[src/hw/smc_lite_pkg.sv]
// Shared widths, queue depth and phase encoding for the static memory
// controller and its testbench. Referenced by scoped names only.

package smc_lite_pkg;

   // --------------------
   // External bus widths
   // --------------------
   localparam int unsigned SMC_ADDR_W = 16;  // External address
   localparam int unsigned SMC_DATA_W = 32;  // Read and write data
   localparam int unsigned SMC_BE_W   = 4;   // One byte strobe per byte lane

   // --------------------
   // Access timing fields
   // --------------------
   localparam int unsigned SMC_LE_W = 2;  // Leading-edge delay, 0 to 3 cycles
   localparam int unsigned SMC_WS_W = 8;  // Wait states, 0 to 255

   // --------------------
   // Request queue
   // --------------------
   // Entries in the queue, and also the host's starting credit count
   localparam int unsigned SMC_QUEUE_DEPTH = 2;
   localparam int unsigned SMC_PTR_W = (SMC_QUEUE_DEPTH > 1) ? $clog2(SMC_QUEUE_DEPTH) : 1;
   localparam int unsigned SMC_CNT_W = $clog2(SMC_QUEUE_DEPTH + 1);  // Fill count 0..depth

   // Access phases
   typedef enum logic [1:0] {
      IDLE  = 2'b00,  // No access in progress
      LE    = 2'b01,  // Chip select low, strobe still high
      RW    = 2'b10,  // Strobe active
      FLOAT = 2'b11   // Turnaround, bus released
   } smc_phase_t;

endpackage

[src/hw/smc_access_queue.sv]
// Request queue between the host port and the phase controller.
// Accepts one access per req_valid and presents the oldest one at the head.
`timescale 1ns/10ps

module smc_access_queue (
   input  logic                                sys_clk15,
   input  logic                                n_sys_reset15,
   input  logic                                req_valid,   // Host push, credit already spent
   input  logic                                req_write,
   input  logic [smc_lite_pkg::SMC_ADDR_W-1:0] req_addr,
   input  logic [smc_lite_pkg::SMC_DATA_W-1:0] req_wdata,
   input  logic [smc_lite_pkg::SMC_BE_W-1:0]   req_n_be,
   input  logic [smc_lite_pkg::SMC_LE_W-1:0]   req_wele,
   input  logic [smc_lite_pkg::SMC_WS_W-1:0]   req_ws,
   input  logic                                q_pop,       // Controller takes the head
   output logic                                q_valid,
   output logic                                q_write,
   output logic [smc_lite_pkg::SMC_ADDR_W-1:0] q_addr,
   output logic [smc_lite_pkg::SMC_DATA_W-1:0] q_wdata,
   output logic [smc_lite_pkg::SMC_BE_W-1:0]   q_n_be,
   output logic [smc_lite_pkg::SMC_LE_W-1:0]   q_wele,
   output logic [smc_lite_pkg::SMC_WS_W-1:0]   q_ws
);

   // Entry storage
   logic                                write_mem [smc_lite_pkg::SMC_QUEUE_DEPTH];
   logic [smc_lite_pkg::SMC_ADDR_W-1:0] addr_mem  [smc_lite_pkg::SMC_QUEUE_DEPTH];
   logic [smc_lite_pkg::SMC_DATA_W-1:0] wdata_mem [smc_lite_pkg::SMC_QUEUE_DEPTH];
   logic [smc_lite_pkg::SMC_BE_W-1:0]   n_be_mem  [smc_lite_pkg::SMC_QUEUE_DEPTH];
   logic [smc_lite_pkg::SMC_LE_W-1:0]   wele_mem  [smc_lite_pkg::SMC_QUEUE_DEPTH];
   logic [smc_lite_pkg::SMC_WS_W-1:0]   ws_mem    [smc_lite_pkg::SMC_QUEUE_DEPTH];

   logic [smc_lite_pkg::SMC_PTR_W-1:0] wr_ptr;
   logic [smc_lite_pkg::SMC_PTR_W-1:0] rd_ptr;
   logic [smc_lite_pkg::SMC_CNT_W-1:0] count;   // Entries held

   // Pointer advance with wrap at the last entry
   function automatic logic [smc_lite_pkg::SMC_PTR_W-1:0] ptr_inc(
      input logic [smc_lite_pkg::SMC_PTR_W-1:0] ptr
   );
      if (ptr == smc_lite_pkg::SMC_PTR_W'(smc_lite_pkg::SMC_QUEUE_DEPTH - 1))
         return '0;
      return ptr + 1'b1;
   endfunction

   always_ff @(posedge sys_clk15 or negedge n_sys_reset15)
   begin
      if (!n_sys_reset15)
      begin
         wr_ptr <= '0;
         rd_ptr <= '0;
         count  <= '0;
      end
      else
      begin
         if (req_valid)
            wr_ptr <= ptr_inc(wr_ptr);
         if (q_pop)
            rd_ptr <= ptr_inc(rd_ptr);
         if (req_valid && !q_pop)
            count <= count + 1'b1;
         else if (!req_valid && q_pop)
            count <= count - 1'b1;  // Push and pop together leave it
      end
   end

   // Payload write
   always_ff @(posedge sys_clk15)
   begin
      if (req_valid)
      begin
         write_mem[wr_ptr] <= req_write;
         addr_mem[wr_ptr]  <= req_addr;
         wdata_mem[wr_ptr] <= req_wdata;
         n_be_mem[wr_ptr]  <= req_n_be;
         wele_mem[wr_ptr]  <= req_wele;
         ws_mem[wr_ptr]    <= req_ws;
      end
   end

   // Head of queue
   assign q_valid = (count != '0);
   assign q_write = write_mem[rd_ptr];
   assign q_addr  = addr_mem[rd_ptr];
   assign q_wdata = wdata_mem[rd_ptr];
   assign q_n_be  = n_be_mem[rd_ptr];
   assign q_wele  = wele_mem[rd_ptr];
   assign q_ws    = ws_mem[rd_ptr];

endmodule

[src/hw/smc_phase_ctrl.sv]
// Access state machine. Steps each queued access through IDLE, LE, RW and
// FLOAT, popping the queue head as an access starts.
`timescale 1ns/10ps

module smc_phase_ctrl (
   input  logic                              sys_clk15,
   input  logic                              n_sys_reset15,
   input  logic                              q_valid,     // Queue holds an access
   input  logic                              le_done,     // Last LE cycle
   input  logic                              ws_done,     // Last RW cycle
   input  logic [smc_lite_pkg::SMC_LE_W-1:0] q_wele,      // Head's leading-edge delay
   output logic                              q_pop,
   output smc_lite_pkg::smc_phase_t          cur_phase,
   output smc_lite_pkg::smc_phase_t          next_phase
);

   logic can_start;        // Free to take a new access this cycle
   smc_lite_pkg::smc_phase_t start_phase;   // First phase of the head access

   // --------------------
   // Start of an access
   // --------------------
   assign can_start = (cur_phase == smc_lite_pkg::IDLE) ||
                      (cur_phase == smc_lite_pkg::FLOAT);
   assign q_pop     = can_start && q_valid;

   // LE skipped entirely for zero delay
   assign start_phase = (q_wele != '0) ? smc_lite_pkg::LE : smc_lite_pkg::RW;

   // --------------------
   // Next state
   // --------------------
   always_comb
   begin
      next_phase = cur_phase;   // Hold by default
      case (cur_phase)
         smc_lite_pkg::IDLE:
         begin
            if (q_valid)
               next_phase = start_phase;
         end
         smc_lite_pkg::LE:
         begin
            if (le_done)
               next_phase = smc_lite_pkg::RW;
         end
         smc_lite_pkg::RW:
         begin
            if (ws_done)
               next_phase = smc_lite_pkg::FLOAT;
         end
         smc_lite_pkg::FLOAT:
         begin
            // Chain straight into the next access, else go quiet
            if (q_valid)
               next_phase = start_phase;
            else
               next_phase = smc_lite_pkg::IDLE;
         end
         default:
            next_phase = smc_lite_pkg::IDLE;
      endcase
   end

   always_ff @(posedge sys_clk15 or negedge n_sys_reset15)
   begin
      if (!n_sys_reset15)
         cur_phase <= smc_lite_pkg::IDLE;
      else
         cur_phase <= next_phase;
   end

endmodule

[src/hw/smc_edge_timer.sv]
// Leading-edge and wait-state counters for the access in progress.
// Loaded on pop, flags the final cycle of LE and of RW.
`timescale 1ns/10ps

module smc_edge_timer (
   input  logic                              sys_clk15,
   input  logic                              n_sys_reset15,
   input  logic                              q_pop,        // Load from queue head
   input  logic [smc_lite_pkg::SMC_LE_W-1:0] q_wele,
   input  logic [smc_lite_pkg::SMC_WS_W-1:0] q_ws,
   input  smc_lite_pkg::smc_phase_t          next_phase,
   output logic                              le_done,
   output logic                              ws_done
);

   logic [smc_lite_pkg::SMC_LE_W-1:0] le_cnt;  // LE cycles left, incl. current
   logic [smc_lite_pkg::SMC_WS_W-1:0] ws_cnt;  // RW cycles left after current
   logic                              in_le;   // Phase now is LE
   logic                              in_rw;   // Phase now is RW

   always_ff @(posedge sys_clk15 or negedge n_sys_reset15)
   begin
      if (!n_sys_reset15)
      begin
         le_cnt <= '0;
         ws_cnt <= '0;
         in_le  <= 1'b0;
         in_rw  <= 1'b0;
      end
      else
      begin
         in_le <= (next_phase == smc_lite_pkg::LE);
         in_rw <= (next_phase == smc_lite_pkg::RW);
         if (q_pop)
         begin
            le_cnt <= q_wele;
            ws_cnt <= q_ws;
         end
         else
         begin
            if (in_le && next_phase == smc_lite_pkg::LE)
               le_cnt <= le_cnt - 1'b1;   // Staying in LE
            if (in_rw && next_phase == smc_lite_pkg::RW)
               ws_cnt <= ws_cnt - 1'b1;   // LE to RW edge does not count
         end
      end
   end

   // Final cycle flags
   assign le_done = in_le && (le_cnt == smc_lite_pkg::SMC_LE_W'(1));
   assign ws_done = in_rw && (ws_cnt == '0);

endmodule

[src/hw/smc_ext_bus.sv]
// External bus driver. Holds the current access and registers chip select,
// strobes, byte enables and driver enable from the next phase.
`timescale 1ns/10ps

module smc_ext_bus (
   input  logic                                sys_clk15,
   input  logic                                n_sys_reset15,
   input  logic                                q_pop,       // New access starts
   input  logic                                q_write,
   input  logic [smc_lite_pkg::SMC_ADDR_W-1:0] q_addr,
   input  logic [smc_lite_pkg::SMC_DATA_W-1:0] q_wdata,
   input  logic [smc_lite_pkg::SMC_BE_W-1:0]   q_n_be,
   input  smc_lite_pkg::smc_phase_t            next_phase,
   output logic [smc_lite_pkg::SMC_ADDR_W-1:0] smc_addr,
   output logic [smc_lite_pkg::SMC_DATA_W-1:0] smc_wdata,
   output logic                                smc_n_cs,     // Chip select, active low
   output logic                                smc_n_rd,     // Read strobe, active low
   output logic [smc_lite_pkg::SMC_BE_W-1:0]   smc_n_we,     // Byte write enables
   output logic                                smc_n_wr,     // Write strobe, active low
   output logic                                smc_n_ext_oe, // External driver enable
   output logic                                smc_busy
);

   logic                              cur_write;  // Direction of current access
   logic [smc_lite_pkg::SMC_BE_W-1:0] cur_n_be;
   logic                              sel_write;  // Direction for the coming cycle
   logic [smc_lite_pkg::SMC_BE_W-1:0] sel_n_be;
   logic                              cs_on;      // LE or RW next
   logic                              strobe_on;  // RW next

   // --------------------
   // Current access
   // --------------------
   always_ff @(posedge sys_clk15 or negedge n_sys_reset15)
   begin
      if (!n_sys_reset15)
         cur_write <= 1'b0;
      else if (q_pop)
         cur_write <= q_write;
   end

   // Address and data held for the whole access
   always_ff @(posedge sys_clk15)
   begin
      if (q_pop)
      begin
         smc_addr  <= q_addr;
         smc_wdata <= q_wdata;
         cur_n_be  <= q_n_be;
      end
   end

   // On the pop edge the head is the access being started
   assign sel_write = q_pop ? q_write : cur_write;
   assign sel_n_be  = q_pop ? q_n_be  : cur_n_be;

   assign cs_on     = (next_phase == smc_lite_pkg::LE) || (next_phase == smc_lite_pkg::RW);
   assign strobe_on = (next_phase == smc_lite_pkg::RW);

   // --------------------
   // Registered strobes
   // --------------------
   always_ff @(posedge sys_clk15 or negedge n_sys_reset15)
   begin
      if (!n_sys_reset15)
      begin
         smc_n_cs     <= 1'b1;
         smc_n_rd     <= 1'b1;
         smc_n_we     <= '1;
         smc_n_wr     <= 1'b1;
         smc_n_ext_oe <= 1'b1;
         smc_busy     <= 1'b0;
      end
      else
      begin
         smc_n_cs     <= !cs_on;
         smc_n_rd     <= !(strobe_on && !sel_write);
         smc_n_wr     <= !(strobe_on && sel_write);
         smc_n_we     <= (strobe_on && sel_write) ? sel_n_be : '1;
         smc_n_ext_oe <= !(cs_on && sel_write);   // Drive data through LE and RW
         smc_busy     <= (next_phase != smc_lite_pkg::IDLE);
      end
   end

endmodule

[src/hw/smc_read_return.sv]
// Host return path. Captures read data on the last RW edge and pulses
// rdata_valid and credit_return through the FLOAT cycle.
`timescale 1ns/10ps

module smc_read_return (
   input  logic                                sys_clk15,
   input  logic                                n_sys_reset15,
   input  smc_lite_pkg::smc_phase_t            cur_phase,
   input  smc_lite_pkg::smc_phase_t            next_phase,
   input  logic                                smc_n_rd,    // Low only in a read's RW
   input  logic [smc_lite_pkg::SMC_DATA_W-1:0] smc_rdata,
   output logic [smc_lite_pkg::SMC_DATA_W-1:0] rdata,
   output logic                                rdata_valid,
   output logic                                credit_return
);

   logic rw_end;   // Edge closing the last RW cycle
   logic rd_end;   // Same, for a read

   assign rw_end = (cur_phase == smc_lite_pkg::RW) && (next_phase == smc_lite_pkg::FLOAT);
   assign rd_end = rw_end && !smc_n_rd;

   // Data capture
   always_ff @(posedge sys_clk15)
   begin
      if (rd_end)
         rdata <= smc_rdata;
   end

   // One pulse each per completed access
   always_ff @(posedge sys_clk15 or negedge n_sys_reset15)
   begin
      if (!n_sys_reset15)
      begin
         rdata_valid   <= 1'b0;
         credit_return <= 1'b0;
      end
      else
      begin
         rdata_valid   <= rd_end;
         credit_return <= rw_end;   // Writes return credit too
      end
   end

endmodule

[src/hw/smc_lite_top.sv]
// Static memory controller top level. Host request port with credit return
// on one side, external SRAM-style bus on the other.
`timescale 1ns/10ps

module smc_lite_top (
   input  logic                                sys_clk15,
   input  logic                                n_sys_reset15,
   // Host side
   input  logic                                req_valid,
   input  logic                                req_write,
   input  logic [smc_lite_pkg::SMC_ADDR_W-1:0] req_addr,
   input  logic [smc_lite_pkg::SMC_DATA_W-1:0] req_wdata,
   input  logic [smc_lite_pkg::SMC_BE_W-1:0]   req_n_be,
   input  logic [smc_lite_pkg::SMC_LE_W-1:0]   req_wele,
   input  logic [smc_lite_pkg::SMC_WS_W-1:0]   req_ws,
   output logic                                credit_return,
   output logic                                rdata_valid,
   output logic [smc_lite_pkg::SMC_DATA_W-1:0] rdata,
   output logic                                smc_busy,
   // External bus
   output logic [smc_lite_pkg::SMC_ADDR_W-1:0] smc_addr,
   output logic [smc_lite_pkg::SMC_DATA_W-1:0] smc_wdata,
   output logic                                smc_n_cs,
   output logic                                smc_n_rd,
   output logic [smc_lite_pkg::SMC_BE_W-1:0]   smc_n_we,
   output logic                                smc_n_wr,
   output logic                                smc_n_ext_oe,
   input  logic [smc_lite_pkg::SMC_DATA_W-1:0] smc_rdata
);

   // Queue head
   logic                                q_valid;
   logic                                q_write;
   logic [smc_lite_pkg::SMC_ADDR_W-1:0] q_addr;
   logic [smc_lite_pkg::SMC_DATA_W-1:0] q_wdata;
   logic [smc_lite_pkg::SMC_BE_W-1:0]   q_n_be;
   logic [smc_lite_pkg::SMC_LE_W-1:0]   q_wele;
   logic [smc_lite_pkg::SMC_WS_W-1:0]   q_ws;
   // Control
   logic                     q_pop;
   logic                     le_done;
   logic                     ws_done;
   smc_lite_pkg::smc_phase_t cur_phase;
   smc_lite_pkg::smc_phase_t next_phase;

   smc_access_queue i_queue (
      .sys_clk15, .n_sys_reset15,
      .req_valid, .req_write, .req_addr, .req_wdata, .req_n_be, .req_wele, .req_ws,
      .q_pop,
      .q_valid, .q_write, .q_addr, .q_wdata, .q_n_be, .q_wele, .q_ws
   );

   smc_phase_ctrl i_ctrl (
      .sys_clk15, .n_sys_reset15,
      .q_valid, .le_done, .ws_done, .q_wele,
      .q_pop, .cur_phase, .next_phase
   );

   smc_edge_timer i_timer (
      .sys_clk15, .n_sys_reset15,
      .q_pop, .q_wele, .q_ws, .next_phase,
      .le_done, .ws_done
   );

   smc_ext_bus i_bus (
      .sys_clk15, .n_sys_reset15,
      .q_pop, .q_write, .q_addr, .q_wdata, .q_n_be, .next_phase,
      .smc_addr, .smc_wdata, .smc_n_cs, .smc_n_rd, .smc_n_we, .smc_n_wr,
      .smc_n_ext_oe, .smc_busy
   );

   // Read strobe fed back to tell reads from writes at RW end
   smc_read_return i_return (
      .sys_clk15, .n_sys_reset15,
      .cur_phase, .next_phase, .smc_n_rd, .smc_rdata,
      .rdata, .rdata_valid, .credit_return
   );

endmodule

[config.mk]
export PLATFORM = sky130hd
export DESIGN_NAME = smc_lite_top
export DESIGN_NICKNAME = d
export VERILOG_FILES = /design/src/hw/smc_lite_pkg.sv /design/src/hw/smc_access_queue.sv /design/src/hw/smc_phase_ctrl.sv /design/src/hw/smc_edge_timer.sv /design/src/hw/smc_ext_bus.sv /design/src/hw/smc_read_return.sv /design/src/hw/smc_lite_top.sv
export SDC_FILE = /design/constraint.sdc
export NUM_CORES = 1
export LEC_CHECK = 0
export CAP_MARGIN = 15
export CORE_MARGIN = 1.5
export CORE_UTILIZATION = 50
export DETAILED_ROUTE_END_ITERATION = 7
export DONT_BUFFER_PORTS = 1
export HOLD_SLACK_MARGIN = 0.08
export PLACE_DENSITY = 0.74
export SYNTH_ARGS = -nofsm -noshare
export SYNTH_HDL_FRONTEND = slang
export SYNTH_HIERARCHICAL = 1
export SYNTH_SLANG_ARGS = --single-unit
[constraint.sdc]
create_clock -name sys_clk15 -period 4.1 [get_ports sys_clk15]
set_input_delay 0.615 -clock sys_clk15 [delete_from_list [all_inputs] [get_ports sys_clk15]]
set_output_delay 0.615 -clock sys_clk15 [all_outputs]
set_load 0.02 [all_outputs]
* Yosys cells after proc, flatten, opt, wreduce, memory -nomap -nowiden
Memories as Yosys holds them, arrays and structs flattened. A register that Yosys moved wholly into a read port is not among the register bits.
Cells that the tools add are included.
** Storage, ports and cells
- Register bits after elaboration :: 66
- Bits in writable memories :: 126
- Input bits :: 98
- Output and inout bits :: 91
- Memories :: 6
** Memories
- i_queue.wdata_mem :: depth 2, width 32, rd ports 1, clocked after memory_dff 1, wr ports 1, line smc_access_queue.sv:28 : logic [smc_lite_pkg::SMC_DATA_W-1:0] wdata_mem [smc_lite_pkg::SMC_QUEUE_DEPTH];
- i_queue.addr_mem :: depth 2, width 16, rd ports 1, clocked after memory_dff 1, wr ports 1, line smc_access_queue.sv:27 : logic [smc_lite_pkg::SMC_ADDR_W-1:0] addr_mem [smc_lite_pkg::SMC_QUEUE_DEPTH];
- i_queue.ws_mem :: depth 2, width 8, rd ports 1, clocked after memory_dff 0, wr ports 1, line smc_access_queue.sv:31 : logic [smc_lite_pkg::SMC_WS_W-1:0] ws_mem [smc_lite_pkg::SMC_QUEUE_DEPTH];
- i_queue.n_be_mem :: depth 2, width 4, rd ports 1, clocked after memory_dff 0, wr ports 1, line smc_access_queue.sv:29 : logic [smc_lite_pkg::SMC_BE_W-1:0] n_be_mem [smc_lite_pkg::SMC_QUEUE_DEPTH];
- i_queue.wele_mem :: depth 2, width 2, rd ports 1, clocked after memory_dff 0, wr ports 1, line smc_access_queue.sv:30 : logic [smc_lite_pkg::SMC_LE_W-1:0] wele_mem [smc_lite_pkg::SMC_QUEUE_DEPTH];
- i_queue.write_mem :: depth 2, width 1, rd ports 1, clocked after memory_dff 0, wr ports 1, line smc_access_queue.sv:26 : logic write_mem [smc_lite_pkg::SMC_QUEUE_DEPTH];
** Operators by class
- $add $sub $neg :: 6
- Equality and inequality tests :: 7
- Muxes and demuxes :: 25
- Reductions and logical operators :: 30
** Operators by type and width (number)
- two-way mux 2 bit :: 9
- two-way mux 8 bit :: 2
- logical AND 1 bit :: 12
- nonzero test 2 bit :: 6
- two-way mux 1 bit :: 11
- equality test 2 bit, second input constant :: 4
- zero test 1 bit :: 8
- zero test 8 bit :: 1
- two-way mux 4 bit :: 2
- one-hot mux 2 bit (4 select lines) :: 1
- subtractor 8 x 1 -> 8 bit, second input constant :: 1
- equality test 2 x 1 -> 1 bit, second input constant :: 3
- subtractor 2 x 1 -> 2 bit, second input constant :: 2
- adder 1 bit, second input constant :: 2
- adder 2 x 1 -> 2 bit, second input constant :: 1
- zero test 2 bit :: 1
- logical OR 1 bit :: 2

* Depth between registers and ports, before layout
Gate-level depths: netlist (run 1).
An unclocked memory read counts as a cell.
- Word-level depth :: 9
- Depth in mapped cells :: 10
- Gate-level depth less buffers :: 10

* By module
The synthesis (run 1) kept the hierarchy.
** Modules (own cells, without submodules)
- smc_access_queue :: instances 1, cells an instance 211, area an instance 5028.6 µm², sequential area each 3883.7 µm²
- smc_ext_bus :: instances 1, cells an instance 90, area an instance 1991.9 µm², sequential area each 1781.7 µm²
- smc_read_return :: instances 1, cells an instance 36, area an instance 1029.7 µm², sequential area each 1011.0 µm²
- smc_edge_timer :: instances 1, cells an instance 70, area an instance 678.2 µm², sequential area each 300.3 µm²
- smc_phase_ctrl :: instances 1, cells an instance 23, area an instance 201.4 µm², sequential area each 50.0 µm²

* Worst setup path before layout (run 1)
Ideal clock, no wire load.
- Kind :: reg-to-reg
- Start point :: register i_ctrl.cur_phase[0]
- End point :: register i_timer/ws_cnt[7] (netlist bit)
- Setup time :: 0.121 ns
- Arrival time :: 4.218 ns
- Required time :: 3.979 ns
- Setup slack :: -0.239 ns
- Cell stages (with the launch flop) :: 6
- Buffers on the path :: 0
- Period minus slack after synthesis :: 4.339 ns
- Cells stage by stage :: dfrtp_1 > inv_1 > ha_1 > nor2b_1 > inv_1 > a31o_2
** Between the ends
- Elaborated cells on any way between the ends :: 14
- Those cells by class :: 4 x eq/ne; 5 x mux; 5 x reduce/logical
** RTL lines
- start: declaration :: line smc_phase_ctrl.sv:13 : output smc_lite_pkg::smc_phase_t cur_phase,
- start signal: assignment :: line smc_phase_ctrl.sv:68 : cur_phase <= smc_lite_pkg::IDLE;
- start signal: assignment :: line smc_phase_ctrl.sv:70 : cur_phase <= next_phase;
- equality test 2 bit / zero test 2 bit (equally long branches) :: line smc_phase_ctrl.sv:24, smc_phase_ctrl.sv:23
- logical OR 1 bit (*) :: line smc_phase_ctrl.sv:23 : assign can_start = (cur_phase == smc_lite_pkg::IDLE) ||
- logical AND 1 bit (*) :: line smc_phase_ctrl.sv:25 : assign q_pop = can_start && q_valid;
- net q_pop :: line smc_lite_top.sv:40 : logic q_pop;
- two-way mux 8 bit / nonzero test 2 bit (equally long branches)
- end signal: assignment :: line smc_edge_timer.sv:37 : ws_cnt <= q_ws;
- end signal: assignment :: line smc_edge_timer.sv:44 : ws_cnt <= ws_cnt - 1'b1;
- end: declaration :: line smc_edge_timer.sv:17 : logic [smc_lite_pkg::SMC_WS_W-1:0] ws_cnt;
Mark *: on every way through the listed nets, which the timed path passes. The rest lies on a longest branch.
A chain may end at the register's enable or synchronous reset.

* Final worst setup path (run 1)
- Start point :: register i_timer/ws_cnt[4] (netlist bit)
- End point :: register i_return/rdata[27] (netlist bit) (enable)
** Between the ends
- Word-level cells in the longest chain between the ends :: 7
** RTL lines
- zero test 8 bit :: line smc_edge_timer.sv:51 : assign ws_done = in_rw && (ws_cnt == '0);
- logical AND 1 bit :: line smc_edge_timer.sv:51
- net ws_done :: line smc_lite_top.sv:42 : logic ws_done;
- two-way mux 2 bit :: line smc_phase_ctrl.sv:49 : if (ws_done)
- one-hot mux 2 bit (4 select lines) :: line smc_phase_ctrl.sv:36 : case (cur_phase)
- net next_phase[0] :: line smc_lite_top.sv:44 : smc_lite_pkg::smc_phase_t next_phase;
- equality test 2 bit :: line smc_read_return.sv:20 : assign rw_end = (cur_phase == smc_lite_pkg::RW) && (next_phase == smc_lite_pkg::FLOAT);
- logical AND 1 bit :: line smc_read_return.sv:20
- net i_return.rw_end :: line smc_read_return.sv:17 : logic rw_end;
- logical AND 1 bit :: line smc_read_return.sv:21 : assign rd_end = rw_end && !smc_n_rd;
- net i_return.rd_end :: line smc_read_return.sv:18 : logic rd_end;
- end signal: assignment :: line smc_read_return.sv:27 : rdata <= smc_rdata;
- end: declaration :: line smc_read_return.sv:12 : output logic [smc_lite_pkg::SMC_DATA_W-1:0] rdata,
The timed path passes the listed nets, and every way through them passes these cells.

==> results.md, run 1 <==
* Outcome: finished clean
* Grt met3 use at 6.78%
* Fin Setup TNS at 0 ns
* Share of layout cells above drive strength 1 at 26.2%
* GR Util met2 at 24.1%
* GRT Overall Usage at 14.5%
* Pleak at 3.58 nW
* Routed WL at 13.8 mm
* Critical path required time at 4.27 ns
* Peak VDD IR at 0.474 mV
* Gpl congestion at 0.749
* GRT overflow at 0
* Synth Warn # at 6
* CTS tree: yes
* Min-Delay Path Class: in2reg
* Startpoint types: register
* Average cell area after synthesis at 20.8 um^2
* Mapped Cells at 430
* Max Root-Sink Buffers at 3
* Data arrival, critical path at 3.27 ns
* Sequential area share after synthesis at 78.7%
* Die height at 137 um
* Pint at 5.64 mW
* Worst path max stage delay at 0.77 ns
* Clock skew at 0.0152 ns
* Fin. max-slew vios at 0
* CP Max Fanout at 33
* Switching Fraction at 31.3%
* Synthesized net count at 538
* Clock Power Share at 24.6%
* Placed cell count at 651
* EDFF count, synth at 206
* Largest net degree at the start of global routing at 64
* Mapped Area at 8930 um^2
* Slew headroom at 36.4%
* # DRC at 0
* Post-route minimum period at 3.10 ns
* Post-synth top area cell: edfxtp_1
* Post-CTS sizing at 0
* Fill cells at 1269
* Drt first-iter violations at 160
* Die Area at 18700 um^2
* Cell family with most CP delay: simple AND/OR/NAND/NOR gates
* Die Wd at 137 um
* Setup crit end kind: register
* Slew @ Worst Pin at 0.945 ns
* CTS root buffer: clkbuf_16
* DRT Pass-1 Iters at 4
* Initial antenna violation count at 0
* Vias per std cell at 5.30
* Tcrit/Tclk final at 75.6%
* Core area at 17400 um^2
* Comb power frac at 22.8%
* Reg clk slew, reported paths at 0.06 ns
* Antenna Nets Post-Route at 0
* P_sw at 2.57 mW
* Setup Buffers After CTS at 0
* Final std cells w/o fill at 695
* Most frequent cell after synthesis: edfxtp_1
* Clk sinks at 240
* Final setup viols at 0
* Hpwl dp at 8.95 mm
* Fraction of registers with async set/reset at 12.5%
* Cts bufs inserted at 24
* Met1 usage at 16.1%
* H-tree lvl count at 1
* Top cell type's share of synthesized area at 69.3%
* Vias in the first global route at 3802
* Prevailing post-synth register cell: edfxtp_1
* Flops & latches, synth at 240
* Vias at 3683
* Flop pwr share at 52.6%
* Final Hold Vio Count at 0
* Power Density at 830 nW/um^2
* CP Class: reg2reg
* Synth area leaders: edfxtp_1 69%, mux2_4 10%, dfrtp_1 6.2%
* Synth cell count leaders: 206 x edfxtp_1, 60 x mux2_4, 22 x dfrtp_1, 14 x inv_1, 11 x nand2_1
* Starting Density at 51.4%
* IO Count at 189
* First-pass GRT wire length at 20.5 mm
* GRT busiest layer: met2
* Worst path slowest cell: o31ai_1
* Cell variety after synth at 47
* Max Fclk at 323 MHz
* Buffers on Ports at 0
* Clock latency on the worst-skew pair at 0.52 ns
* Number of antenna diodes at 0
* RSZ-0062 raised after global routing: false
* Number of buffers and inverters on the critical path at 1
* Cell Rows at 48
* WL/cell at 19.9 um
* Nets@finish at 562
* Max Cap Viol at 0
* Synthesis-to-finish area growth at 10.8%
* Crit path cell chain: nor4_1, and4_1, a21oi_1, o31ai_1, and4b_1, nor2b_2, buf_4
-- cell type report --
cell class | count | area, um^2 | share of cell area, %
clock buffer | 34 | 658 | 6.65
clock inverter | 8 | 75.1 | 0.759
inverter | 14 | 52.6 | 0.531
multi-input combinational | 167 | 1730 | 17.4
sequential | 240 | 7030 | 71.1
tap | 225 | 282 | 2.85
timing repair buffer | 7 | 67.6 | 0.683
-- final timing paths --
kind,start,end,slack (ns),cells past startpoint
min in group asynchronous,n_sys_reset15,i_bus/cur_write$_DFF_PN0_,0.56,2
min,req_ws[0],i_queue/ws_mem[0][0]$_DFFE_PP_,0.18,0
max reg2reg,i_timer/ws_cnt[4]$_DFFE_PN0P_,i_return/rdata[27]$_DFFE_PP_,1.00,7
max,i_timer/ws_cnt[4]$_DFFE_PN0P_,i_return/rdata[27]$_DFFE_PP_,1.00,7
min reg2reg,i_queue/count[1]$_DFFE_PN0P_,i_queue/count[1]$_DFFE_PN0P_,0.48,1
max in group asynchronous,n_sys_reset15,i_bus/smc_n_rd$_DFF_PN1_,3.31,2
-- layer usage --
| layer | up-vias | share of wire, % |
|---|---|---|
| li1 | 1708 | - |
| met1 | 1771 | 39 |
| met2 | 176 | 47 |
| met3 | 28 | 11 |
| met4 | 0 | 2.8 |
| met5 | - | 0 |
-- sequential cells by signal (all words and copies together) (netlist names), 8 cells and up --
signal and flops:
i_bus/smc_addr 16, i_bus/smc_wdata 32, i_queue/addr_mem 32, i_queue/n_be_mem 8, i_queue/wdata_mem 64, i_queue/ws_mem 16
i_return/rdata 32, i_timer/ws_cnt 8
-- placed cells by master, fill, tap and decap left out, drive strengths merged, types with 2 or more instances in the layout --
master	synthesis	final
or4	2	2
mux2	69	69
a32o	2	2
edfxtp	206	206
nor3b	4	4
nand2	11	11
nor2b	5	5
inv	14	14
clkinv	0	6
nand3	2	2
buf	8	6
and3b	4	4
dfrtp	22	22
nor2	8	8
nor4	2	2
or2	2	2
and2	2	2
clkbuf	1	34
or3	2	2
xnor2	2	2
a31oi	3	3
nor4b	2	2
dfxtp	4	4
dfstp	8	8
nand3b	4	4
a21oi	2	2
xor2	6	6
o31ai	2	2
ha	10	10
o21ai	11	11
-- power by group through the flow --
stage	registers, mW	clock network, mW	logic, mW
4_1_cts	4.33	2.07	1.91
6_report	4.32	2.02	1.87
2_1_floorplan	4.24	0	1.66
3_5_place_dp	4.37	0	1.90
5_1_grt	4.40	2.16	2.08
3_3_place_gp	4.35	0	1.83
-- metrics by stage --
| step | utilization (%) | power (mW) | hold slack (ns) | setup WS [ns] | area [um^2] |
|---|---|---|---|---|---|
| 5_1_grt | 57.0 | 8.64 | 0.161 | 0.667 | 9890 |
| 4_1_cts | 57.0 | 8.31 | 0.167 | 1.03 | 9890 |
| 3_3_place_gp | 52.6 | 6.18 | 0.321 | 1.30 | 9130 |
| 2_1_floorplan | - | 5.90 | 0.319 | 0.221 | 8930 |
| 6_report | 57.0 | 8.21 | 0.182 | 1.00 | 9890 |
| 3_5_place_dp | 52.6 | 6.27 | 0.321 | 1.05 | 9130 |
-- cells by family (layout without fill, tap and decap cells) --
group / after synthesis / after routing / share of synthesized area (%)
flops: 240 / 240 / 78.7
mux: 70 / 70 / 11.3
simple gates: 54 / 54 / 3.73
compound gates: 25 / 25 / 1.88
buf+inv: 23 / 63 / 2.19
fa+ha+maj: 10 / 10 / 1.40
xor+xnor: 8 / 8 / 0.785
-- timing repair --
| item | 4_1_cts | 5_1_grt |
|---|---|---|
| endpoints found under the setup margin | 0 | 0 |
| hold buffers | 2 | 0 |
| endpoints found under the hold margin | 30 | 0 |
(Power assumes the default switching activity.)
==> inputs of run 2 (changes only) <==
==> constraint.sdc (replaced) <==
create_clock -name sys_clk15 -period 2.7 [get_ports sys_clk15]
set_input_delay 0.405 -clock sys_clk15 [delete_from_list [all_inputs] [get_ports sys_clk15]]
set_output_delay 0.405 -clock sys_clk15 [all_outputs]
set_load 0.02 [all_outputs]
==> run 2 against run 1 <==
Net effect:
- non-clock buffer count up 103
- clock power up 74%
- clock-buffer cell count down 4
- total power up 61%
- critical path depth up 1
- critical path type unchanged
==> results.md, run 2 (same netlist as run 1, synthesis figures left out) <==
* DRT Pass-1 Iters at 4
* Routed WL at 15.3 mm
* CTS tree: yes
* Max Fclk at 389 MHz
* Comb power frac at 24.0%
* R2R Setup Slk at 0.13 ns
* Share of layout cells above drive strength 1 at 24.3%
* Min-Delay Path Class: in2reg
* Hold Slack at 0.155 ns
* Peak VDD IR at 0.834 mV
* Fin. max-slew vios at 0
* Cts bufs inserted at 25
* Core area at 17400 um^2
* Switching Fraction at 31.1%
* Pleak at 4.09 nW
* Hpwl dp at 9.65 mm
* # DRC at 0
* Gpl congestion at 0.799
* Final setup viols at 0
* Largest net degree at the start of global routing at 64
* Nets@finish at 666
* Outcome: finished clean
* First-pass GRT wire length at 23.0 mm
* Crit. Startpoint: i_queue/rd_ptr$_DFFE_PN0P_
* Vias at 4145
* Antenna Nets Post-Route at 0
* GRT Overall Usage at 16.1%
* Post-route minimum period at 2.57 ns
* Die Area at 18700 um^2
* Initial antenna violation count at 2
* WL/cell at 19.1 um
* Vias per std cell at 5.16
* Pre-CTS setup slack at 0.0853 ns
* Slew @ Worst Pin at 0.901 ns
* Pint at 9.11 mW
* Synthesis-to-finish area growth at 24.1%
* Max reg flops at 64
* Fin Setup TNS at 0 ns
* GRT overflow at 0
* Setup crit end kind: register
* Die height at 137 um
* H-tree lvl count at 1
* Drt first-iter violations at 157
* P_sw at 4.11 mW
* Clk sinks at 240
* CP Capture Point: i_timer/ws_cnt[6]$_DFFE_PN0P_
* RSZ-0062 raised after global routing: false
* CP Max Fanout at 6
* Worst R2R End: i_timer/ws_cnt[6]$_DFFE_PN0P_
* Clock latency on the worst-skew pair at 0.51 ns
* Commonest non-fill, non-tap cell in the layout: edfxtp_1
* Critical path required time at 3.14 ns
* Clock Power Share at 26.6%
* Final setup margin at 0.129 ns
* Tcrit/Tclk final at 95.2%
* Power Density at 1190 nW/um^2
* CP Class: reg2reg
* Vias in the first global route at 4370
* Starting Density at 51.4%
* Clock skew at 0.0119 ns
* Max Cap Viol at 0
* Data arrival, critical path at 3.01 ns
* Max Root-Sink Buffers at 3
* Reg-to-reg critical path startpoint: i_queue/rd_ptr$_DFFE_PN0P_
* Commonest cells after routing, fill and taps aside: 206 x edfxtp_1, 97 x dlygate4sd3_1, 60 x mux2_4
* Cell Rows at 48
* Register bank with the most flops: i_queue/wdata_mem
* CTS root buffer: clkbuf_16
* R2R depth at 8
* Reg clk slew, reported paths at 0.06 ns
* Slew headroom at 40.0%
* Startpoint types: register
* Final Hold Vio Count at 0
* Die Wd at 137 um
* IO Count at 189
* Buffers on Ports at 0
* Flop pwr share at 49.4%
[run 2: cell types whose count changed in the layout (fill, tap and decap cells not counted), sizes merged]
cell	previous run	this run
clkinvlp	1	2
clkinv	6	9
buf	6	13
dlygate4sd3	1	97
inv	14	16
bufinv	1	3
clkbuf	34	30
diode	0	1
[run 2: what timing repair did]
action                                 CTS  global route
setup endpoints to repair                0            33
hold buffers                            98             0
setup buffers                            0             0
resized for setup                        0             1
endpoints found under the hold margin  189             0
[run 2: routing by layer]
metal	track usage [%]	vias up	routed length [um]
li1	-	1924	-
met1	18.4	2007	5730
met2	28.6	187	7890
met3	5.74	25	1420
met4	4.55	2	296
met5	0	-	11
[run 2: critical path, stage by stage (launching register included)]
cell      delay [ns]
dfrtp_4         0.50
mux2_4          0.32
o221a_1         0.26
a31oi_1         0.17
o31ai_2         0.13
buf_4           0.17
nand4b_1        0.27
or4b_1          0.58
nand3_1         0.10
[run 2: final cells by class]
cell class | count | area (um^2)
Sequential cell | 240 | 7030
Inverter | 14 | 52.6
Clock buffer | 30 | 707
Multi-Input combinational cell | 167 | 1740
Tap cell | 225 | 282
Antenna cell | 1 | 2.50
Clock inverter | 16 | 165
Timing Repair Buffer | 110 | 1110
Fill cell | 1194 | 6280
[run 2: per-stage QoR]
stage               power [mW]  cell area, um^2  instances  utilization, %
finish                    13.2            11100        803            63.8
global route              13.9            11100        803            63.8
global placement          9.51             9210        658            53.1
CTS                       13.3            11100        802            63.8
floorplan                 8.96             8940        430               -
detailed placement        9.68             9210        658            53.1
[run 2: worst min path at each step]
| stage | from | endpoint | slack (ns) | cells after the start |
|---|---|---|---|---|
| after detailed placement | n_sys_reset15 | i_bus/cur_write$_DFF_PN0_ | 0.11 | 0 |
| final | req_valid | i_queue/count[0]$_DFFE_PN0P_ | 0.16 | 2 |
| after floorplan | n_sys_reset15 | i_bus/cur_write$_DFF_PN0_ | 0.11 | 0 |
| after CTS | req_valid | i_queue/count[0]$_DFFE_PN0P_ | 0.13 | 2 |
| after global placement | n_sys_reset15 | i_bus/cur_write$_DFF_PN0_ | 0.11 | 0 |
| after global routing | req_valid | i_queue/count[0]$_DFFE_PN0P_ | 0.13 | 2 |
[run 2: power by group through the flow]
| stage | registers [mW] | clock network (mW) | logic, mW |
|---|---|---|---|
| after floorplan | 6.42 | 0 | 2.54 |
| after global placement | 6.54 | 0 | 2.97 |
| after detailed placement | 6.60 | 0 | 3.08 |
| after CTS | 6.54 | 3.58 | 3.23 |
| after global routing | 6.64 | 3.71 | 3.51 |
| final | 6.52 | 3.51 | 3.18 |
